===== src/rtl/dram_geom_pkg.sv =====
//////////////////////////////
// Widths below track the default geometry constants
// A power of two is assumed for every geometry count
//////////////////////////////
package dram_geom_pkg;

    // Field order from MSB to LSB, byte offset always lowest
    typedef enum logic [1:0] {
        MAP_RO_RA_BG_BA_CO_CH,
        MAP_RO_RA_BG_BA_CH_CO,
        MAP_RO_CH_RA_BA_BG_CO
    } addr_map_e;

    localparam int NUM_CHANNELS = 2;
    localparam int NUM_ROWS     = 8;
    localparam int NUM_RANKS    = 1;  // Rank field collapses to zero bits
    localparam int NUM_BG       = 2;
    localparam int NUM_BA       = 2;
    localparam int NUM_COLUMNS  = 16;
    localparam int BYTE_OFF_W   = 2;  // 32-bit words

    function automatic int field_bits(int n);
        return (n > 1) ? $clog2(n) : 0;
    endfunction

    // Channel-local byte address width, channel field excluded
    function automatic int ch_addr_bits(int ro, int ra, int bg, int ba, int co);
        return field_bits(ro) + field_bits(ra) + field_bits(bg) + field_bits(ba)
            + field_bits(co) + BYTE_OFF_W;
    endfunction

    function automatic int glob_addr_bits(int ch, int ro, int ra, int bg, int ba, int co);
        return field_bits(ch) + ch_addr_bits(ro, ra, bg, ba, co);
    endfunction

    // Zero width gives a zero field
    function automatic int unsigned field_get(int unsigned addr, int pos, int w);
        return (addr >> pos) & ((32'd1 << w) - 32'd1);
    endfunction

    typedef logic [0:0]  ch_idx_t;
    typedef logic [10:0] ch_addr_t;
    typedef logic [11:0] glob_addr_t;

endpackage


===== src/rtl/wb_bus_pkg.sv =====
//////////////////////////////
// Wishbone classic, 32-bit data, byte addressed
//////////////////////////////
package wb_bus_pkg;

    localparam int WB_DATA_W = 32;
    localparam int WB_SEL_W  = WB_DATA_W / 8;
    localparam int WB_ADDR_W = 32;

    typedef logic [WB_DATA_W-1:0] wb_data_t;
    typedef logic [WB_SEL_W-1:0]  wb_sel_t;   // One bit per byte lane
    typedef logic [WB_ADDR_W-1:0] wb_addr_t;  // Byte address

endpackage


===== src/rtl/mem_req_if.sv =====
//////////////////////////////
// One request in flight at a time, so no ready signal
// req payload holds until rsp_valid
//////////////////////////////
`timescale 1ns/1ps

interface mem_req_if;
    import dram_geom_pkg::*;
    import wb_bus_pkg::*;

    // Front end to mapper and memory
    logic       req_valid;
    logic       req_we;
    glob_addr_t req_addr;
    wb_data_t   req_wdata;
    wb_sel_t    req_sel;

    // Mapper to memory
    logic     map_valid;
    ch_idx_t  map_ch;
    ch_addr_t map_addr;

    // Memory back to front end
    logic     rsp_valid;
    wb_data_t rsp_rdata;

    modport front (
        output req_valid, req_we, req_addr, req_wdata, req_sel,
        input  rsp_valid, rsp_rdata
    );

    modport mapper (
        input  req_valid, req_addr,
        output map_valid, map_ch, map_addr
    );

    modport memory (
        input  map_valid, map_ch, map_addr, req_we, req_wdata, req_sel,
        output rsp_valid, rsp_rdata
    );

endinterface


===== src/rtl/addr_unmap.sv =====
//////////////////////////////
// Channel address packs ro, ra, bg, ba, co top down
// Rows always sit above every other field
//////////////////////////////
`timescale 1ns/1ps

module addr_unmap #(
    parameter dram_geom_pkg::addr_map_e MAPPING = dram_geom_pkg::MAP_RO_RA_BG_BA_CO_CH,
    parameter int NUM_CHANNELS = dram_geom_pkg::NUM_CHANNELS,
    parameter int NUM_COLUMNS  = dram_geom_pkg::NUM_COLUMNS,
    parameter int NUM_ROWS     = dram_geom_pkg::NUM_ROWS,
    parameter int NUM_BG       = dram_geom_pkg::NUM_BG,
    parameter int NUM_BA       = dram_geom_pkg::NUM_BA,
    parameter int NUM_RANKS    = dram_geom_pkg::NUM_RANKS
) (
    input  logic      clk_i,
    input  logic      rst_n_i,
    mem_req_if.mapper mem
);
    import dram_geom_pkg::*;

    localparam int CH_W = field_bits(NUM_CHANNELS);
    localparam int CO_W = field_bits(NUM_COLUMNS);
    localparam int RO_W = field_bits(NUM_ROWS);
    localparam int BG_W = field_bits(NUM_BG);
    localparam int BA_W = field_bits(NUM_BA);
    localparam int RA_W = field_bits(NUM_RANKS);
    localparam int BO_W = BYTE_OFF_W;

    localparam bit M1 = (MAPPING == MAP_RO_RA_BG_BA_CO_CH);
    localparam bit M2 = (MAPPING == MAP_RO_RA_BG_BA_CH_CO);
    localparam bit M3 = (MAPPING == MAP_RO_CH_RA_BA_BG_CO);

    // Field LSB positions in the global address
    localparam int CO_POS = M1 ? BO_W + CH_W : BO_W;
    localparam int CH_POS = M1 ? BO_W
                          : M2 ? BO_W + CO_W
                          : BO_W + CO_W + BG_W + BA_W + RA_W;
    localparam int BA_POS = M3 ? BO_W + CO_W + BG_W : BO_W + CH_W + CO_W;
    localparam int BG_POS = M3 ? BO_W + CO_W : BA_POS + BA_W;
    localparam int RA_POS = M3 ? BO_W + CO_W + BG_W + BA_W : BG_POS + BG_W;
    localparam int RO_POS = BO_W + CH_W + CO_W + BA_W + BG_W + RA_W;

    int unsigned ro_f, ra_f, bg_f, ba_f, co_f, ch_f;
    int unsigned packed_addr;

    assign ro_f = field_get(mem.req_addr, RO_POS, RO_W);
    assign ra_f = field_get(mem.req_addr, RA_POS, RA_W);
    assign bg_f = field_get(mem.req_addr, BG_POS, BG_W);
    assign ba_f = field_get(mem.req_addr, BA_POS, BA_W);
    assign co_f = field_get(mem.req_addr, CO_POS, CO_W);
    assign ch_f = field_get(mem.req_addr, CH_POS, CH_W);

    // Zero-width fields shift by nothing and add nothing
    assign packed_addr = ((((((ro_f << RA_W) | ra_f) << BG_W | bg_f) << BA_W | ba_f)
                         << CO_W | co_f) << BO_W);

    always_ff @(posedge clk_i) begin
        if (!rst_n_i)
            mem.map_valid <= 1'b0;
        else
            mem.map_valid <= mem.req_valid;
    end

    always_ff @(posedge clk_i) begin
        if (mem.req_valid) begin
            mem.map_ch   <= ch_idx_t'(ch_f);
            mem.map_addr <= ch_addr_t'(packed_addr);
        end
    end

    // A request is a single-cycle pulse and is mapped in the next cycle
    a_one_stage: assert property (@(posedge clk_i) disable iff (!rst_n_i)
        mem.req_valid |=> (mem.map_valid && !mem.req_valid));

endmodule


===== src/flat_wrapper.sv =====
// flat-port wrapper written by rule: the top's interface ports become plain ports
module addr_unmap_flat import dram_geom_pkg::*;
#(
    parameter dram_geom_pkg::addr_map_e MAPPING = dram_geom_pkg::MAP_RO_RA_BG_BA_CO_CH,
    parameter int NUM_CHANNELS = dram_geom_pkg::NUM_CHANNELS,
    parameter int NUM_COLUMNS  = dram_geom_pkg::NUM_COLUMNS,
    parameter int NUM_ROWS     = dram_geom_pkg::NUM_ROWS,
    parameter int NUM_BG       = dram_geom_pkg::NUM_BG,
    parameter int NUM_BA       = dram_geom_pkg::NUM_BA,
    parameter int NUM_RANKS    = dram_geom_pkg::NUM_RANKS
)
  (clk_i, rst_n_i, mem_req_valid, mem_req_addr, mem_map_valid, mem_map_ch, mem_map_addr);
  mem_req_if mem_i ();
  input  logic clk_i;
  input  logic rst_n_i;
  input wire logic [$bits(mem_i.req_valid)-1:0] mem_req_valid;
  input wire logic [$bits(mem_i.req_addr)-1:0] mem_req_addr;
  output wire logic [$bits(mem_i.map_valid)-1:0] mem_map_valid;
  output wire logic [$bits(mem_i.map_ch)-1:0] mem_map_ch;
  output wire logic [$bits(mem_i.map_addr)-1:0] mem_map_addr;
  assign mem_i.req_valid = mem_req_valid;
  assign mem_i.req_addr = mem_req_addr;
  assign mem_map_valid = mem_i.map_valid;
  assign mem_map_ch = mem_i.map_ch;
  assign mem_map_addr = mem_i.map_addr;
  addr_unmap #(.MAPPING(MAPPING), .NUM_CHANNELS(NUM_CHANNELS), .NUM_COLUMNS(NUM_COLUMNS), .NUM_ROWS(NUM_ROWS), .NUM_BG(NUM_BG), .NUM_BA(NUM_BA), .NUM_RANKS(NUM_RANKS)) u_core (.clk_i(clk_i), .rst_n_i(rst_n_i), .mem(mem_i));
endmodule

===== config.mk =====
export PLATFORM = sky130hd
export DESIGN_NAME = addr_unmap_flat
export DESIGN_NICKNAME = d
export VERILOG_FILES = /design/src/rtl/dram_geom_pkg.sv /design/src/rtl/wb_bus_pkg.sv /design/src/rtl/mem_req_if.sv /design/src/rtl/addr_unmap.sv /design/src/flat_wrapper.sv
export SDC_FILE = /design/constraint.sdc
export NUM_CORES = 1
export LEC_CHECK = 0
export ABC_AREA = 0
export BUFFER_PORTS_ARGS = -buffer_cell sky130_fd_sc_hd__buf_2
export CELL_PAD_IN_SITES_DETAIL_PLACEMENT = 0
export CELL_PAD_IN_SITES_GLOBAL_PLACEMENT = 2
export CORE_ASPECT_RATIO = 0.9
export CORE_MARGIN = 2
export CORE_UTILIZATION = 19
export CTS_BUF_LIST = sky130_fd_sc_hd__clkbuf_16
export CTS_CLUSTER_DIAMETER = 100
export DETAILED_ROUTE_END_ITERATION = 8
export PLACE_DENSITY_LB_ADDON = 0.25
export SYNTH_ARGS = -nofsm -noshare
export SYNTH_HDL_FRONTEND = slang
export SYNTH_SLANG_ARGS = --single-unit

===== constraint.sdc =====
create_clock -name clk_i -period 0.8 [get_ports clk_i]
set_clock_uncertainty 0.15 [all_clocks]
set_input_delay 0.16 -clock clk_i [delete_from_list [all_inputs] [get_ports clk_i]]
set_output_delay 0.16 -clock clk_i [all_outputs]
set_load 0.01 [all_outputs]

==> impl_results.md <==
* Clk Tree Root Cell: clkbuf_16
* Hold Path Depth at 1
* Antenna diodes at 0
* Sequential fraction of the synthesis area at 92.8%
* CP arrival at 0.74 ns
* GR Util All Layers at 7.33%
* Gpl congestion at 0.567
* Largest net degree at the start of global routing at 12
* Routed length per instance at 9.52 um
* VDD IR max at 2.23 mV
* RSZ-0062 raised after global routing: yes
* Pre-CTS setup slack at -0.0827 ns
* Critical Path Start Type: flop
* Worst path slowest cell: edfxtp_1
* Layout cells sized above 1 at 63.4%
* Vias per cell at 3.37
* CTS Buffer Depth at 2
* Failing checks: negative hold slack, negative setup slack
* Total wire length at 619 um
* WP buf/inv at 1
* Vias post-DR at 219
* Outcome: complete, but fails checks
* Final setup viols at 11
* Fin. max-slew vios at 0
* Core Box Area at 0.00170 mm2
* Post-route ant nets at 0
* Die area at 0.00218 mm2
* Unique masters post-synth at 5
* Starting DRT DRC Count at 1
* Final setup margin at -0.250 ns
* Cells after DPL at 61
* Rows at 14
* Die height at 44.4 um
* Post_cts resized at 0
* I/O pins at 28
* H-tree depth at 1
* Peak Freq at 952 MHz
* Post-Syn Instances at 15
* CTS sink count at 11
* Drt first pass iters at 2
* Num CTS Buffers at 3
* Initial core utilization at 20.3%
* Power Density at 2990 mW/mm2
* Crit path time final at 1.05 ns
* Final period utilization at 131%
* CTS tree: done
* CP max stage delay at 0.36 ns
* Post-CTS Setup Bufs at 0
* Fin nets at 57
* Number of global-route vias before repair at 251
* Post-Syn Area at 345 um2
* Setup CP Type: reg2out
* Fin. Hold Viols at 11
* Synthesis Warnings at 0
* Synthesized area per cell at 23.0 um2
* Wire length of the first global-routing pass at 1.07 mm
* CP Depth at 1
* Crit-path max FO at 1
* Area grow syn2layout at 61.6%
* IO Port Bufs at 23
* Critical-path cell list: buf_2
* Post-route DRC at 0
* CP Data Required Time at 0.49 ns
* Seq cells post-synth at 11
* Leak at 0.249 nW
* Worst min path class: in2reg
* Post-Layout Cell Count at 65
* Antenna violations before repair at 0
* Register clock-pin slew on the reported worst setup and hold paths at 0.04 ns
* Critical path capture point type: output pin
* Die W at 48.9 um
* MaxCap Viol Count at 0
* Hold slack at -0.0490 ns
* Grt total ovfl at 0
* Crit path max-delay family: flip-flops
[sequential cells by signal, summed over array words and instances (netlist names)]
register              cells
u_core.mem.map_addr       9
u_core.mem.map_ch         1
u_core.mem.map_valid      1
[cell usage in the layout, fill, tap and decap left out]
master	instances
dfxtp_1	1
clkbuf_16	3
conb_1	2
edfxtp_1	10
inv_1	1
and2_1	1
buf_2	23
[layout make-up]
class                      count  area [um2]
clock inverter                 1        3.75
sequential                    11         320
timing repair buffer          23         115
fill                         180        1140
clock buffer                   3        75.1
tap                           24        30.0
multi-input combinational      3        13.8
[cells in the mapped netlist]
master,count,share of area (%)
edfxtp_1,10,87
and2_1,1,1.8
buf_4,2,4.3
dfxtp_1,1,5.8
conb_1,1,1.1
[per-layer routing]
layer | part of all wire (%) | GRT usage (%)
met1 | 35 | 5.30
met2 | 51 | 13.2
met3 | 14 | 6.76
met5 | 0 | 0
met4 | 0 | 3.43
[power by group]
part           switching (W)  internal [W]  total (W)
clock               0.000223      0.000654   0.000877
sequential        0.00000827      0.000678   0.000686
combinational      0.0000571     0.0000489   0.000106
total               0.000289       0.00138    0.00167
[through the flow]
step / TNS (ns) / power [W] / instance area [um2] / utilization, % / hold WS [ns]
after floorplan: 0 / 0.000736 / 349 / - / 0.109
after global placement: -0.608 / 0.000801 / 479 / 28.2 / 0.186
after detailed placement: -0.844 / 0.000805 / 479 / 28.2 / 0.188
after CTS: -2.58 / 0.00170 / 558 / 32.8 / -0.0539
after global routing: -2.88 / 0.00176 / 558 / 32.8 / -0.0561
final: -2.47 / 0.00167 / 558 / 32.8 / -0.0490
[kinds of logic (layout without fill, tap and decap cells)]
group | count (synthesis) | after routing | share of synthesized area (%)
flops | 11 | 11 | 92.8
simple gates | 1 | 1 | 1.81
buf+inv | 2 | 27 | 4.35
other cells | 1 | 2 | 1.09
[final timing paths]
kind | from | endpoint | slack [ns]
worst max-delay path | u_core.mem.map_addr[7] | mem_map_addr[7] | -0.25
worst min-delay path | mem_req_addr[3] | u_core.mem.map_addr[2] | -0.05
No activity file was read; power rests on OpenSTA's default activity.
