## src/rtl/dram_geom_pkg.sv

```systemverilog
//////////////////////////////
// Widths below track the default geometry constants
// A power of two is assumed for every geometry count
//////////////////////////////
package dram_geom_pkg;

    // Field order from MSB to LSB, byte offset always lowest
    typedef enum logic [1:0] {
        MAP_RO_RA_BG_BA_CO_CH,
        MAP_RO_RA_BG_BA_CH_CO,
        MAP_RO_CH_RA_BA_BG_CO
    } addr_map_e;

    localparam int NUM_CHANNELS = 2;
    localparam int NUM_ROWS     = 8;
    localparam int NUM_RANKS    = 1;  // Rank field collapses to zero bits
    localparam int NUM_BG       = 2;
    localparam int NUM_BA       = 2;
    localparam int NUM_COLUMNS  = 16;
    localparam int BYTE_OFF_W   = 2;  // 32-bit words

    function automatic int field_bits(int n);
        return (n > 1) ? $clog2(n) : 0;
    endfunction

    // Channel-local byte address width, channel field excluded
    function automatic int ch_addr_bits(int ro, int ra, int bg, int ba, int co);
        return field_bits(ro) + field_bits(ra) + field_bits(bg) + field_bits(ba)
            + field_bits(co) + BYTE_OFF_W;
    endfunction

    function automatic int glob_addr_bits(int ch, int ro, int ra, int bg, int ba, int co);
        return field_bits(ch) + ch_addr_bits(ro, ra, bg, ba, co);
    endfunction

    // Zero width gives a zero field
    function automatic int unsigned field_get(int unsigned addr, int pos, int w);
        return (addr >> pos) & ((32'd1 << w) - 32'd1);
    endfunction

    typedef logic [0:0]  ch_idx_t;
    typedef logic [10:0] ch_addr_t;
    typedef logic [11:0] glob_addr_t;

endpackage

```

## src/rtl/wb_bus_pkg.sv

```systemverilog
//////////////////////////////
// Wishbone classic, 32-bit data, byte addressed
//////////////////////////////
package wb_bus_pkg;

    localparam int WB_DATA_W = 32;
    localparam int WB_SEL_W  = WB_DATA_W / 8;
    localparam int WB_ADDR_W = 32;

    typedef logic [WB_DATA_W-1:0] wb_data_t;
    typedef logic [WB_SEL_W-1:0]  wb_sel_t;   // One bit per byte lane
    typedef logic [WB_ADDR_W-1:0] wb_addr_t;  // Byte address

endpackage

```

## src/rtl/mem_req_if.sv

```systemverilog
//////////////////////////////
// One request in flight at a time, so no ready signal
// req payload holds until rsp_valid
//////////////////////////////
`timescale 1ns/1ps

interface mem_req_if;
    import dram_geom_pkg::*;
    import wb_bus_pkg::*;

    // Front end to mapper and memory
    logic       req_valid;
    logic       req_we;
    glob_addr_t req_addr;
    wb_data_t   req_wdata;
    wb_sel_t    req_sel;

    // Mapper to memory
    logic     map_valid;
    ch_idx_t  map_ch;
    ch_addr_t map_addr;

    // Memory back to front end
    logic     rsp_valid;
    wb_data_t rsp_rdata;

    modport front (
        output req_valid, req_we, req_addr, req_wdata, req_sel,
        input  rsp_valid, rsp_rdata
    );

    modport mapper (
        input  req_valid, req_addr,
        output map_valid, map_ch, map_addr
    );

    modport memory (
        input  map_valid, map_ch, map_addr, req_we, req_wdata, req_sel,
        output rsp_valid, rsp_rdata
    );

endinterface

```

## src/rtl/wb_slave_front.sv

```systemverilog
//////////////////////////////
// Single transfers only, no burst or pipelined cycles
// Ack/err last one cycle, then one idle cycle before the next sample
//////////////////////////////
`timescale 1ns/1ps

module wb_slave_front (
    input  logic                 clk_i,
    input  logic                 rst_n_i,
    input  logic                 wb_cyc_i,
    input  logic                 wb_stb_i,
    input  logic                 wb_we_i,
    input  wb_bus_pkg::wb_addr_t wb_adr_i,
    input  wb_bus_pkg::wb_data_t wb_dat_i,
    input  wb_bus_pkg::wb_sel_t  wb_sel_i,
    output wb_bus_pkg::wb_data_t wb_dat_o,
    output logic                 wb_ack_o,
    output logic                 wb_err_o,
    mem_req_if.front             mem
);
    import wb_bus_pkg::*;
    import dram_geom_pkg::*;

    localparam int GLOB_W = $bits(glob_addr_t);

    typedef enum logic [2:0] {IDLE, WAIT, ACK, ERR, GAP} front_state_e;

    front_state_e state_q;
    logic         take;
    logic         in_range;
    logic         oor_q;      // Captured transfer is out of range

    assign take     = (state_q == IDLE) && wb_cyc_i && wb_stb_i;
    assign in_range = (wb_adr_i[$bits(wb_addr_t)-1:GLOB_W] == '0);

    always_ff @(posedge clk_i) begin
        if (!rst_n_i) begin
            state_q       <= IDLE;
            mem.req_valid <= 1'b0;
        end else begin
            mem.req_valid <= 1'b0;
            case (state_q)
                IDLE: begin
                    if (take) begin
                        state_q       <= WAIT;
                        mem.req_valid <= in_range;  // No request for a bad address
                    end
                end
                WAIT: begin
                    if (oor_q)
                        state_q <= ERR;
                    else if (mem.rsp_valid)
                        state_q <= ACK;
                end
                ACK, ERR: state_q <= GAP;
                GAP:      state_q <= IDLE;  // Keeps a held stb from being taken twice
                default:  state_q <= IDLE;
            endcase
        end
    end

    // Request payload, held until the response
    always_ff @(posedge clk_i) begin
        if (take) begin
            oor_q         <= !in_range;
            mem.req_we    <= wb_we_i;
            mem.req_addr  <= wb_adr_i[GLOB_W-1:0];
            mem.req_wdata <= wb_dat_i;
            mem.req_sel   <= wb_sel_i;
        end
    end

    always_ff @(posedge clk_i) begin
        if (mem.rsp_valid)
            wb_dat_o <= mem.rsp_rdata;
    end

    assign wb_ack_o = (state_q == ACK);
    assign wb_err_o = (state_q == ERR);

    // Master must keep cyc up while the slave terminates
    a_term_ok: assert property (@(posedge clk_i) disable iff (!rst_n_i)
        !(wb_ack_o && wb_err_o) && ((wb_ack_o || wb_err_o) -> wb_cyc_i));

endmodule

```

## src/flat_wrapper.sv

```systemverilog
// flat-port wrapper written by rule: the top's interface ports become plain ports
module wb_slave_front_flat import wb_bus_pkg::*; import dram_geom_pkg::*;
  (clk_i, rst_n_i, wb_cyc_i, wb_stb_i, wb_we_i, wb_adr_i, wb_dat_i, wb_sel_i, wb_dat_o, wb_ack_o, wb_err_o, mem_req_valid, mem_req_we, mem_req_addr, mem_req_wdata, mem_req_sel, mem_rsp_valid, mem_rsp_rdata);
  mem_req_if mem_i ();
  input  logic clk_i;
  input  logic rst_n_i;
  input  logic wb_cyc_i;
  input  logic wb_stb_i;
  input  logic wb_we_i;
  input  wb_bus_pkg::wb_addr_t wb_adr_i;
  input  wb_bus_pkg::wb_data_t wb_dat_i;
  input  wb_bus_pkg::wb_sel_t wb_sel_i;
  output wb_bus_pkg::wb_data_t wb_dat_o;
  output logic wb_ack_o;
  output logic wb_err_o;
  output wire logic [$bits(mem_i.req_valid)-1:0] mem_req_valid;
  output wire logic [$bits(mem_i.req_we)-1:0] mem_req_we;
  output wire logic [$bits(mem_i.req_addr)-1:0] mem_req_addr;
  output wire logic [$bits(mem_i.req_wdata)-1:0] mem_req_wdata;
  output wire logic [$bits(mem_i.req_sel)-1:0] mem_req_sel;
  input wire logic [$bits(mem_i.rsp_valid)-1:0] mem_rsp_valid;
  input wire logic [$bits(mem_i.rsp_rdata)-1:0] mem_rsp_rdata;
  assign mem_req_valid = mem_i.req_valid;
  assign mem_req_we = mem_i.req_we;
  assign mem_req_addr = mem_i.req_addr;
  assign mem_req_wdata = mem_i.req_wdata;
  assign mem_req_sel = mem_i.req_sel;
  assign mem_i.rsp_valid = mem_rsp_valid;
  assign mem_i.rsp_rdata = mem_rsp_rdata;
  wb_slave_front u_core (.clk_i(clk_i), .rst_n_i(rst_n_i), .wb_cyc_i(wb_cyc_i), .wb_stb_i(wb_stb_i), .wb_we_i(wb_we_i), .wb_adr_i(wb_adr_i), .wb_dat_i(wb_dat_i), .wb_sel_i(wb_sel_i), .wb_dat_o(wb_dat_o), .wb_ack_o(wb_ack_o), .wb_err_o(wb_err_o), .mem(mem_i));
endmodule
```

## config.mk

```make
export PLATFORM = sky130hd
export DESIGN_NAME = wb_slave_front_flat
export DESIGN_NICKNAME = d
export VERILOG_FILES = /design/src/rtl/dram_geom_pkg.sv /design/src/rtl/wb_bus_pkg.sv /design/src/rtl/mem_req_if.sv /design/src/rtl/wb_slave_front.sv /design/src/flat_wrapper.sv
export SDC_FILE = /design/constraint.sdc
export NUM_CORES = 1
export LEC_CHECK = 0
export BUFFER_PORTS_ARGS = -buffer_cell sky130_fd_sc_hd__buf_2
export CAP_MARGIN = 5
export CELL_PAD_IN_SITES_DETAIL_PLACEMENT = 0
export CELL_PAD_IN_SITES_GLOBAL_PLACEMENT = 1
export CORE_MARGIN = 4
export CORE_UTILIZATION = 34
export CTS_CLUSTER_DIAMETER = 120
export DETAILED_ROUTE_END_ITERATION = 8
export PLACE_DENSITY = 0.95
export SLEW_MARGIN = 10
export SYNTH_ARGS = -nofsm -noshare
export SYNTH_HDL_FRONTEND = slang
export SYNTH_SLANG_ARGS = --single-unit
```

## constraint.sdc

```tcl
create_clock -name clk_i -period 7.25 [get_ports clk_i]
set_clock_uncertainty 0.2 [all_clocks]
set_input_delay 0.3625 -clock clk_i [delete_from_list [all_inputs] [get_ports clk_i]]
set_output_delay 0.3625 -clock clk_i [all_outputs]
set_load 0.01 [all_outputs]
```

==> results list, run 1 <==
- The number of cells on the worst reg-to-reg path is 2.
- Cell-by-cell trace of the critical path: nor2_1, and3_2
- The share of synthesized area in the top cell type comes to between 90% and 100%.
* Critical Path Slowest Stage Cell: sky130_fd_sc_hd__and3_2
* Sequential fraction of the synthesis area: a little over nine tenths
- The final layout contains routed wiring with a total length of 7693 µm.
* First-pass GRT wire length: 10870 µm
- A synthesized cell averages 24.91 µm².
- The via count of the first global-routing pass came to 2223.
- Yosys mapped a number of flops with a built-in enable equal to 82.
- Layout cells sized above 1: between 50% and 60%
- Summed instance area of the synthesized netlist: 2665 µm²
* Fill cell instance count of the final layout: 602
- Yosys attributes the largest share of cell area to sky130_fd_sc_hd__edfxtp_1 (92%), sky130_fd_sc_hd__dfxtp_1 (3.0%), sky130_fd_sc_hd__nor4_1 (1.2%).
- Along the worst path, the maximum fanout reaches 50.
- Starting density of the core: 34.67%
* Post-placement setup slack: about 5.1 ns
* Max-slew headroom at the worst pin: between 20% and 30%
- The pre-antenna-repair detailed-routing pass consisted of 4 iterations.
- Worst EP required: approximately 7 ns
- The largest single stage delay on the critical path is 0.93 ns.
* Core area: 7687 µm²
- Per-cell via count in the routed design: approximately 4.2
- P&R area growth vs syn: 79.25%
* Net Count, Synth: about 210
- Number of endpoints failing setup at the final stage: 0
- Area enclosed by the die boundary: 9319 µm²
- The routed design could run at a clock period as short as 2.059 ns.
- GRT Overall Usage: between 10% and 20%
- The Yosys step of the flow raised 0 warnings.
- Antenna-violating nets left: 0
* Cell Area, Placed: 3740 µm²
* Total number of placement rows: 32
- CTS built an H-tree with a depth of 3.
- Timing would allow up to 485.7 MHz.
- Setup slack after layout: a little over 5 ns
- Estimated wirelength of the detail-placed design: 4950 µm
* Max-slew violation total from the final report: 0
* Hold path endpoint: u_core.mem.req_valid$_SDFF_PN0_
* Placer congestion estimate: approximately 0.72
- Commonest cells in the synthesized netlist: sky130_fd_sc_hd__edfxtp_1 (82), sky130_fd_sc_hd__nor4_1 (5), sky130_fd_sc_hd__dfxtp_1 (4)
- Fin crit share: 28.40%
- The final layout contains 494 nets.
- For this run, the leading register cell type out of synthesis is sky130_fd_sc_hd__edfxtp_1.
* Launch instance of the worst min-delay path: wb_adr_i[31]
- During placement, the flow inserted port buffers numbering 189.
- STA classifies the critical path startpoint as a register.
- Total number of vias: 2065
* DRC viols: 0
- Data arrival, critical path: about 1.8 ns
* Maximum number of pins on one net before global-route repair: 51
* Min-Delay Path Class: in2reg
* TritonCTS clock tree: yes
- Hold Crit Depth: 4
- Slew at the pin with the worst max-slew slack: 1.089 ns
* Sum of buffers and inverters on the critical path: 0
- Total clock buffers created by CTS: 9
- The critical path in this run is classified as reg2reg.
- Clock Sink Count: 86
- Measured along the y axis, the die boundary spans 96.54 µm.
- I/O pin total: 190
* Register bit count reported by yosys: 86
- Worst r2r dst: u_core.mem.req_wdata[13]$_DFFE_PP_
- The netlist uses 14 different library cells.
- Critical Path Sink Type: register
* Cells after Synth: between 100 and 150
- Routed wire length per instance: 15.54 µm
- The number of antenna diodes in the final layout is 0.
- VDD IR-drop max: 0.1131 mV
- Power spread over the standard cell area amounts to between 200 and 250 nW/µm².
* Clock latency reported for the late side of the worst-skew pair: 0.35 ns
- Run status: finished clean
- Setup slack on the worst reg-to-reg path comes out at 5.19 ns.
- After clock tree synthesis, the clock-pin slew on the worst setup and hold paths is 0.08 ns.
- After global routing the overflow that remains totals 0.
* Finished layout cell area: 4777 µm²
- Reg-to-reg startpoint: u_core.state_q[2]$_SDFFE_PN0P_
* Number of DRC violations after detailed-routing iteration 0: 73
- Most frequent cell after synthesis: sky130_fd_sc_hd__edfxtp_1
- Static leakage power: slightly above 0.002 µW
- The cell sitting at the root of the clock tree is a sky130_fd_sc_hd__clkbuf_8.
- Setup TNS Final: 0 ns
- The final hold violation count came to 0.
- Post-synthesis async set-or-reset flop share: 0%
- Setup repair after global routing left no endpoint under its margin.
- Among cell families on the critical path, the largest total delay comes from simple AND/OR/NAND/NOR gates.
- Max-cap violations in this run came to 0.
- The clock passes through at most 2 buffers.
- The number of antenna violations at the first check in global routing came to 0.
- Dominant cell type by area after synthesis: sky130_fd_sc_hd__edfxtp_1
- Post-CTS repair timing setup buffer count: 0
- Die Span X: 96.54 µm
-- cells in the final DEF (no fill, tap or decap), drive strengths merged --
cell type	n
nor2	3
dfxtp	4
dlygate4sd3	81
edfxtp	82
and3	1
and3b	2
nor4	5
nand2	1
inv	4
clkbuf	9
nand4	1
clkinvlp	1
nor2b	2
o21ai	1
nand3	2
nor3	1
buf	189
nor3b	1
or2	1
bufinv	2
-- state kept, by name, indices dropped and copies added (netlist names) --
register and flops:
u_core.mem.req_addr 12, u_core.wb_dat_o 32, u_core.state_q 3, u_core.oor_q 1
u_core.mem.req_wdata 32, u_core.mem.req_sel 4, u_core.mem.req_we 1, u_core.mem.req_valid 1
-- power breakdown --
| group | leakage [µW] | internal, µW | switching [µW] |
|---|---|---|---|
| registers | 0.000808 | 579 | 7.98 |
| clock network | 0.000111 | 199 | 174 |
| logic | 0.00112 | 67.5 | 53.3 |
| total | 0.00204 | 845 | 235 |
-- tightest hold or removal path, cell delays in order --
cell	delay, ns
sky130_fd_sc_hd__buf_2	0.07
sky130_fd_sc_hd__nor4_1	0.03
sky130_fd_sc_hd__nand2_1	0.06
sky130_fd_sc_hd__nor3_1	0.05
-- logic make-up (layout without fill, tap and decap cells) --
kind of cell,Yosys count,after routing,share of synthesized area (%)
and+or+nand+nor,20,20,4.413
buffers and inverters,0,286,0
AOI/OAI and AO/OA,1,1,0.1876
DFF,86,86,95.40
-- layer usage --
layer	vias to the layer above	wire (µm)	global-route usage [%]
met5	-	0	0
met4	0	130	6.659
met3	11	482	4.570
met2	94	4661	32.70
met1	969	2419	15.17
li1	991	-	-
-- what timing repair did --
| action | 4_1_cts | 5_1_grt |
|---|---|---|
| gates resized for setup | 0 | 0 |
| hold buffers | 81 | 0 |
| endpoints found under the hold margin | 81 | 0 |
-- area by class of cell --
| cell class | instances | area (µm²) | area share, % |
|---|---|---|---|
| Clock buffer | 9 | 123.9 | 2.593 |
| Tap cell | 102 | 127.6 | 2.672 |
| Sequential cell | 86 | 2542 | 53.22 |
| Timing Repair Buffer | 270 | 1757 | 36.77 |
| Clock inverter | 7 | 102.6 | 2.148 |
| Multi-Input combinational cell | 21 | 123.9 | 2.593 |
-- worst max-delay path by stage --
stage / startpoint / end / slack (ns) / depth (start not counted)
finish: u_core.state_q[2]$_SDFFE_PN0P_ / u_core.mem.req_wdata[13]$_DFFE_PP_ / 5.19 / 2
global route: u_core.state_q[2]$_SDFFE_PN0P_ / u_core.mem.req_addr[4]$_DFFE_PP_ / 5.11 / 2
CTS: u_core.state_q[2]$_SDFFE_PN0P_ / u_core.mem.req_wdata[13]$_DFFE_PP_ / 5.19 / 2
detailed placement: wb_cyc_i / u_core.mem.req_wdata[13]$_DFFE_PP_ / 5.11 / 3
global placement: wb_cyc_i / u_core.mem.req_wdata[13]$_DFFE_PP_ / 5.16 / 3
floorplan: wb_cyc_i / u_core.mem.req_addr[0]$_DFFE_PP_ / 4.88 / 2
-- stage by stage --
step | power, µW | cells | hold WS [ns] | utilization (%)
after floorplan | 622.6 | 107 | 0.2524 | -
after global placement | 679.4 | 398 | 0.3010 | 48.65
after detailed placement | 683.7 | 398 | 0.2993 | 48.65
after CTS | 1093 | 495 | 0.06185 | 62.14
after global routing | 1126 | 495 | 0.06876 | 62.14
final | 1080 | 495 | 0.07818 | 62.14
No activity file was read; power rests on OpenSTA's default activity.
==> inputs of run 2 (changes only) <==
--- a/config.mk
+++ b/config.mk
@@ -10,10 +10,10 @@
 export CELL_PAD_IN_SITES_DETAIL_PLACEMENT = 0
 export CELL_PAD_IN_SITES_GLOBAL_PLACEMENT = 1
 export CORE_MARGIN = 4
-export CORE_UTILIZATION = 34
+export CORE_UTILIZATION = 31
 export CTS_CLUSTER_DIAMETER = 120
 export DETAILED_ROUTE_END_ITERATION = 8
-export PLACE_DENSITY = 0.95
+export PLACE_DENSITY = 0.89
 export SLEW_MARGIN = 10
 export SYNTH_ARGS = -nofsm -noshare
 export SYNTH_HDL_FRONTEND = slang
==> constraint.sdc (replaced) <==
create_clock -name clk_i -period 1.9 [get_ports clk_i]
set_clock_uncertainty 0.2 [all_clocks]
set_input_delay 0.095 -clock clk_i [delete_from_list [all_inputs] [get_ports clk_i]]
set_output_delay 0.095 -clock clk_i [all_outputs]
set_load 0.01 [all_outputs]
==> run 2 against run 1 <==
Against the previous run: die area is 8.9% higher; the flow now finishes with violations (hold timing); highest routed layer unchanged; sequential share of layout area is 1.9 points lower; clock-buffer cell count is 1 higher; worst setup slack worse by 5.1 ns; cell count is 4.6% higher; routed wire length is 9.7% higher; hold slack worse by 0.097 ns; combinational power grew to 4.2 times the previous value; critical endpoint is now u_core.mem.req_valid$_SDFF_PN0_; sequential cell count stayed put.
==> results list, run 2 (synthesis results as in run 1) <==
- The run finished, with violations left.
- Violations in the final reports: hold timing
* Number of global-route vias before repair: around 2400
- The largest registers in the layout are u_core.mem.req_wdata (32), u_core.wb_dat_o (32), u_core.mem.req_addr (12).
- Clock Sink Count: 86
- From bottom edge to top edge, the die measures roughly 100 µm.
- The cell that appears most often on the critical path is sky130_fd_sc_hd__dlygate4sd3_1.
* Hold Slack: -0.01924 ns
- Area taken by multi-input logic gates: 130.1 µm²
- Once detail routing completed, the nets flagged for antenna violations numbered 0.
- Area occupied by registers: 2542 µm²
- VDD IR-drop max: 0.5908 mV
* Power after layout: approximately 4000 µW
- Register-to-register setup slack: 0.28 ns
- The routed design uses around 510 µm of met3 wire.
* Max-slew headroom at the worst pin: slightly above 70%
* Min-Delay Path Class: in2reg
* Highest-count cells in the layout ignoring fill and taps: sky130_fd_sc_hd__buf_2 (189), sky130_fd_sc_hd__dlygate4sd3_1 (97), sky130_fd_sc_hd__edfxtp_1 (82)
* Critical Path Sink Type: register
- Slew at the pin with the worst max-slew slack: 0.4254 ns
- For this run, the top clock speed supported by timing is roughly 550 MHz.
* Routed wire length per instance: 16.29 µm
* CTS root buffer: sky130_fd_sc_hd__clkbuf_8
- Number of cells in the finished layout apart from fillers: 518
* Highest metal layer used by the detailed router: met4
- DRC viols: 0
* Number of endpoints failing setup at the final stage: 0
- Endpoints failing hold: 1
* Clock buffer depth: 2
- Critical Path Slowest Stage Cell: sky130_fd_sc_hd__dlygate4sd3_1
- Static leakage power: 0.002109 µW
* Number of DRC violations after detailed-routing iteration 0: 117
* TritonCTS clock tree: yes
- Met2 wire len: 4960 µm
* Routed length on met1: 2749 µm
- Leaving out fill and tap cells, the most frequent cell in the layout is sky130_fd_sc_hd__buf_2.
- By startpoint and endpoint, the worst setup path is classified as in2reg.
* Cell area power density: ~800 nW/µm²
- Clock transition at path regs: 0.08 ns
- In this run the critical register-to-register path is captured at u_core.mem.req_valid$_SDFF_PN0_.
* Wire length reported by the detailed router: 8440 µm
- 190 I/O pins were placed.
- Max-slew violation total from the final report: 0
- Setup repair after global routing left no endpoint under its margin.
- The worst register-to-register path begins at u_core.state_q[2]$_SDFFE_PN0P_.
- Cell count after placement: 404
- In this run the number of H-tree levels came out at 3.
- Port buffering added about 190 buffers.
* Total number of placement rows: 33
- Clock latency reported for the late side of the worst-skew pair: 0.34 ns
* Critical path destination: u_core.mem.req_valid$_SDFF_PN0_
- From left edge to right edge, the die measures 100.7 µm.
* Total number of vias: 2186
- Number of iterations in the first detailed-routing pass: 4
* Timing startpoint of the critical path: wb_adr_i[13]
- GRT Overall Usage: 16.12%
* Max_cap viols: 0
- Worst EP required: 1.96 ns
- Estimated wirelength of the detail-placed design: 5343 µm
* Post-CTS repair timing setup buffer count: 0
* Cell-by-cell trace of the critical path: dlygate4sd3_1, buf_2, nor4_2, nand3_1, dlygate4sd3_1, nor3_1
* Starting density of the core: between 30 and 40%
- At the end of routability-driven placement, the weighted congestion stood at 0.7577.
- STA classifies the critical path startpoint as a primary input.
* Critical Path Max Stage Delay: between 0.5 and 0.6 ns
- The die covers around 10000 µm².
- The layout has 630 filler cells.
- The clock period could shrink to 1.819 ns.
* Grt total ovfl: 0
- Number of antenna violations at the first check in global routing: 1
- Data arrival, critical path: 1.88 ns
- Entering global routing, the biggest net connects 35 pins.
- Layout cells sized above 1: 50.49%
- In the routed layout, each cell is associated on average with a via count of approximately 4.2.
- At the end of the flow, the number of nets in the layout was 513.
- Measured on the finished design, the core utilization comes to approximately 60%.
- Measured in cells, the most critical reg-to-reg path has a length of 4.
- P&R area growth vs syn: 86.06%
* Setup TNS Final: 0 ns
- The first global-routing pass estimated 11990 µm of wire.
* Total clock buffers created by CTS: 9
* Core area: approximately 8300 µm²
- Of all nets on the critical path, the largest fanout is 2.
* Fin crit share: 95.76%
-- run 2: cell count changes in the layout (fill, tap and decap cells not counted), moves of 2 or more --
cell and change:
sky130_fd_sc_hd__buf_12 +2, sky130_fd_sc_hd__clkinv_2 +2, sky130_fd_sc_hd__dlygate4sd3_1 +16, sky130_fd_sc_hd__inv_6 -3
-- run 2: power by group --
group / switching (µW) / internal (µW)
Clock: 609 / 604
Combinational: 216 / 291
Sequential: 30.1 / 2210
-- run 2: area by class of cell --
class                           count  share of cell area [%]
Clock inverter                      6                   1.211
Timing Repair Buffer              289                   39.62
Antenna cell                        1                 0.05047
Clock buffer                       10                   2.574
Tap cell                          105                   2.650
Multi-Input combinational cell     21                   2.624
Sequential cell                    86                   51.27
-- run 2: repair_timing --
item                       CTS  global route
gates resized for setup      0             1
hold endpoints to repair    86             2
hold buffers                92             7
setup endpoints to repair    0             1
-- run 2: how the worst min path moves through the flow --
stage	startpoint	end	cells past startpoint
floorplan	wb_adr_i[0]	u_core.mem.req_addr[0]$_DFFE_PP_	0
global placement	mem_rsp_rdata[23]	u_core.wb_dat_o[23]$_DFFE_PP_	1
detailed placement	wb_dat_i[8]	u_core.mem.req_wdata[8]$_DFFE_PP_	1
CTS	mem_rsp_valid	u_core.wb_dat_o[24]$_DFFE_PP_	2
global route	wb_adr_i[19]	u_core.oor_q$_DFFE_PP_	4
finish	wb_adr_i[19]	u_core.oor_q$_DFFE_PP_	4
-- run 2: metrics by stage --
stage | setup WS, ns | instance area [µm²] | hold slack, ns
2_1_floorplan | 0.1110 | 2666 | -0.006131
3_3_place_gp | 0.3884 | 3791 | 0.07119
3_5_place_dp | 0.3476 | 3791 | 0.07311
4_1_cts | 0.008269 | 4900 | 0.09861
5_1_grt | 0.009394 | 4959 | -0.01037
6_report | 0.08056 | 4959 | -0.01924
-- run 2: worst max-delay path, delay by kind of cell --
family	cells	cell delay, ns
AND/OR/NAND/NOR	3	0.54
buffers and inverters	3	1.25
-- run 2: layer usage --
metal | vias up | global-route usage, %
li1 | 1030 | -
met1 | 1039 | 14.91
met2 | 99 | 31.39
met3 | 18 | 5.398
met4 | 0 | 6.943
met5 | - | 0
==> inputs of run 3 (changes only) <==
--- a/config.mk
+++ b/config.mk
@@ -7,13 +7,12 @@
 export LEC_CHECK = 0
 export BUFFER_PORTS_ARGS = -buffer_cell sky130_fd_sc_hd__buf_2
 export CAP_MARGIN = 5
-export CELL_PAD_IN_SITES_DETAIL_PLACEMENT = 0
-export CELL_PAD_IN_SITES_GLOBAL_PLACEMENT = 1
+export CORE_ASPECT_RATIO = 0.5
 export CORE_MARGIN = 4
-export CORE_UTILIZATION = 31
+export CORE_UTILIZATION = 40
 export CTS_CLUSTER_DIAMETER = 120
 export DETAILED_ROUTE_END_ITERATION = 8
-export PLACE_DENSITY = 0.89
+export PLACE_DENSITY = 0.9
 export SLEW_MARGIN = 10
 export SYNTH_ARGS = -nofsm -noshare
 export SYNTH_HDL_FRONTEND = slang
==> run 3 against run 2 <==
Against the previous run: the flow now stops in clock tree synthesis (4_1_cts); area after synthesis did not move; synthesized cell count unchanged.
==> results list, run 3 <==
* I/O pin total: between 150 and 200
* Mean instance size in the synthesized netlist: 24.91 µm²
* Post-CTS sizing: 0
- When the netlist entered floorplanning its net count stood at 213.
* Dominant cell type by area after synthesis: sky130_fd_sc_hd__edfxtp_1
* Most instantiated flip-flop cell in the synthesis netlist: sky130_fd_sc_hd__edfxtp_1
- Run status: did not finish
- Summing every instance area after synthesis gives 2665 µm².
- Number of warning messages in the yosys log: 0
- Placer congestion estimate: about 0.76
* Number of enable-type register cells in the synthesized netlist: 82
- The clock tree synthesis step divided the H-tree into 3 levels.
- Largest cells by area after synthesis: sky130_fd_sc_hd__edfxtp_1 (92%), sky130_fd_sc_hd__dfxtp_1 (3.0%), sky130_fd_sc_hd__nor4_1 (1.2%)
- Die Span X: 123.4 µm
- The first error in the log reads "[ERROR RSZ-0060] Max buffer count reached".
- Count of different cell masters after synthesis: 14
- Post-synthesis async set-or-reset flop share: 0%
* Register bit count reported by yosys: 86
* Most frequent cell after synthesis: sky130_fd_sc_hd__edfxtp_1
- Sequential cells were found to cover between 90% and 100% of the synthesized design area.
* Cells after Synth: 107
- For this configuration, the core starts out at a cell density of 42.60%.
- Summed over its instances, the top area cell type makes up ~92% of the synthesized netlist area.
- Total clock buffers created by CTS: 9
* Post-CTS repair timing setup buffer count: 0
- Clock Sink Count: 86
- CTS root buffer: sky130_fd_sc_hd__clkbuf_16
* Port bufs: around 190
- Row generation in the floorplan step produced 20 rows.
* Hold bufs inserted after CTS: 101
* Last flow stage reached: clock tree synthesis (4_1_cts)
- Die Y: approximately 66 µm
- The commonest cells after synthesis are sky130_fd_sc_hd__edfxtp_1 (82), sky130_fd_sc_hd__nor4_1 (5), sky130_fd_sc_hd__dfxtp_1 (4).
- Clock buffer depth: 2
- Detailed placement finished with a half-perimeter wire length of 5705 µm.
run 3: logic make-up after synthesis:
| logic type | share of synthesized area [%] |
|---|---|
| DFF | 95.40 |
| AOI/OAI and AO/OA | 0.1876 |
| and+or+nand+nor | 4.413 |
run 3: metrics by stage:
| step | setup slack [ns] | cell area (µm²) | utilization [%] | hold WS [ns] | instances |
|---|---|---|---|---|---|
| floorplan | 0.1110 | 2666 | - | -0.006131 | 107 |
| global placement | 0.3833 | 3750 | 59.94 | 0.07192 | 386 |
| detailed placement | 0.3266 | 3750 | 59.94 | 0.07309 | 386 |
==> inputs of run 4 (changes only) <==
--- a/config.mk
+++ b/config.mk
@@ -7,12 +7,10 @@
 export LEC_CHECK = 0
 export BUFFER_PORTS_ARGS = -buffer_cell sky130_fd_sc_hd__buf_2
 export CAP_MARGIN = 5
-export CORE_ASPECT_RATIO = 0.5
 export CORE_MARGIN = 4
 export CORE_UTILIZATION = 40
-export CTS_CLUSTER_DIAMETER = 120
 export DETAILED_ROUTE_END_ITERATION = 8
-export PLACE_DENSITY = 0.9
+export PLACE_DENSITY_LB_ADDON = 0.15
 export SLEW_MARGIN = 10
 export SYNTH_ARGS = -nofsm -noshare
 export SYNTH_HDL_FRONTEND = slang
==> run 4 against run 3 <==
Against the previous run: the run now ends clean.
==> results list, run 4 (synthesis results as in run 1) <==
- Min-Delay Path Class: in2reg
- Setup repair after global routing left no endpoint under its margin.
- For the final routed database, the setup TNS stands at 0 ns.
* Fin crit share: around 89%
- Crit-path max FO: 4
- Critical Path Slowest Stage Cell: sky130_fd_sc_hd__dlygate4sd3_1
* Critical Path Max Stage Delay: 0.58 ns
- From bottom edge to top edge, the die measures 89.63 µm.
- For this run, design rule violations remaining after detail routing come to 0.
- Largest registers: u_core.mem.req_wdata (32), u_core.wb_dat_o (32), u_core.mem.req_addr (12)
- Summed over all layers, the routed wires come to 8277 µm.
- The number of placed instances, taps included, is 377.
* Number of endpoints failing setup at the final stage: 0
- Total power for the finished layout comes to ~4400 µW.
- Worst path top cell family by delay: buffers and inverters
* Cell-by-cell trace of the critical path: nor2_1, nand4_1, dlygate4sd3_1, nor3_1
- After global routing the overflow that remains totals 0.
- Number of global-route vias before repair: 2326
* Critical Path Sink Type: register
- The worst setup path is launched from a register.
- The tool flagged a number of max-cap violations equal to 0.
- Number of DRC violations after detailed-routing iteration 0: 80
- TritonCTS clock tree: yes
- Across every metal layer, demand over resource in global routing totals 20.02%.
* Max-slew violation total from the final report: 0
- The worst pin sits at a relative slew slack of between 70% and 80%.
* VDD IR-drop max: between 0.5 and 0.6 mV
- The flow ran to the end, and the final reports show no timing, DRC or antenna violations.
- First-pass GRT wire length: 11420 µm
- The die covers 8033 µm².
- The count of buffers added on input and output ports is 189.
* Layout net count: 521
- Maximum number of pins on one net before global-route repair: 35
- Summing over every cut layer, the via total after detailed routing is roughly 2300.
* Most frequent standard cell in the layout excluding fill and tap cells: sky130_fd_sc_hd__buf_2
- Clock latency reported for the late side of the worst-skew pair: 0.34 ns
* Core area: ~6400 µm²
* Sum of buffers and inverters on the critical path: 1
* Routed wire length per instance: 16.65 µm
- CTS root buffer: sky130_fd_sc_hd__clkbuf_8
- Category of the most critical setup path: reg2reg
* P&R area growth vs syn: 90.19%
- Leaving out fill and tap cells, the most frequent cells in the layout are sky130_fd_sc_hd__buf_2 (189), sky130_fd_sc_hd__dlygate4sd3_1 (104), sky130_fd_sc_hd__edfxtp_1 (82).
- Clock transition at path regs: 0.08 ns
- Number of iterations in the first detailed-routing pass: 4
* Number of cells in the finished layout apart from fillers: 497
- At the end of the flow the core is filled with cells to around four fifths.
- Detailed placement finished with a half-perimeter wire length of about 4900 µm.
- For this design the ratio of total power to cell area is 864.6 nW/µm².
- Min cycle time layout: 1.699 ns
- For the pin with the worst max-slew slack, the measured transition is 0.4247 ns.
- Worst EP required: ~2.0 ns
- Routability-driven placement finished with a final weighted congestion of 0.7094.
- Derived from the worst setup path, the maximum achievable clock frequency is 588.6 MHz.
* Static leakage power: about 0.0022 µW
- Fill cell instance count of the final layout: 383
- Layout cells sized above 1: between 50% and 60%
* Total number of placement rows: 29
- Total clock buffers created by CTS: 9
- Diode insertion count for antenna repair: 0
- Counting every sink on the clock net gives 86.
* Data arrival, critical path: 1.75 ns
- Once the floorplan was initialized, standard cells occupied between 40% and 50% of the core.
- The final hold violation count came to 0.
- No sink is reached through more buffers than the 2 on the longest clock path.
* Number of antenna violations at the first check in global routing: 0
- The H-tree was split into 3 levels.
- In this run the remaining antenna-violating nets after routing total 0.
- I/O pin total: 190
* Per-cell via count in the routed design: 4.553
* Die Span X: 89.63 µm
-- run 4: final timing paths --
kind | startpoint | endpoint | slack, ns | cells after the start
hold reg to reg | u_core.state_q[1]$_SDFFE_PN0P_ | u_core.state_q[2]$_SDFFE_PN0P_ | 0.33 | 1
setup reg to reg | u_core.state_q[2]$_SDFFE_PN0P_ | u_core.mem.req_valid$_SDFF_PN0_ | 0.20 | 4
setup / recovery | u_core.state_q[2]$_SDFFE_PN0P_ | u_core.mem.req_valid$_SDFF_PN0_ | 0.20 | 4
hold / removal | mem_rsp_valid | u_core.wb_dat_o[15]$_DFFE_PP_ | 0.12 | 2
-- run 4: metal layers --
layer | vias up | wire length, µm | GRT usage, %
li1 | 1046 | - | -
met1 | 1066 | 2489 | 17.76
met2 | 121 | 4806 | 38.70
met3 | 30 | 666 | 6.022
met4 | 0 | 316 | 11.91
met5 | - | 0 | 0
-- run 4: repair_timing --
action | 4_1_cts | 5_1_grt
hold buffers | 98 | 7
endpoints found under the hold margin | 86 | 2
buffers inserted | 0 | 0
endpoints found under the setup margin | 0 | 1
gates resized for setup | 0 | 2
-- run 4: where the power goes --
| part | total [µW] | leakage, µW | switching, µW | internal [µW] |
|---|---|---|---|---|
| sequential | 2240 | 0.000808 | 30.6 | 2210 |
| clock | 1630 | 0.000130 | 619 | 1010 |
| combinational | 519 | 0.00124 | 219 | 300 |
| total | 4380 | 0.00218 | 869 | 3510 |
-- run 4: area by class of cell --
class / count / area [µm²] / area share (%)
tap: 77 / 96.34 / 1.901
multi-input combinational: 21 / 138.9 / 2.740
clock inverter: 6 / 133.9 / 2.641
sequential: 86 / 2542 / 50.16
clock buffer: 10 / 127.6 / 2.518
timing repair buffer: 297 / 2029 / 40.04
-- run 4: stage by stage --
step                      worst slack [ns]  hold WS (ns)  cell area (µm²)
after floorplan                     0.1110     -0.006131             2666
after global placement              0.3263       0.07134             3751
after detailed placement            0.3236       0.07311             3751
after CTS                          0.01303        0.1028             4994
after global routing               0.09042        0.1180             5069
final                               0.2010        0.1190             5069
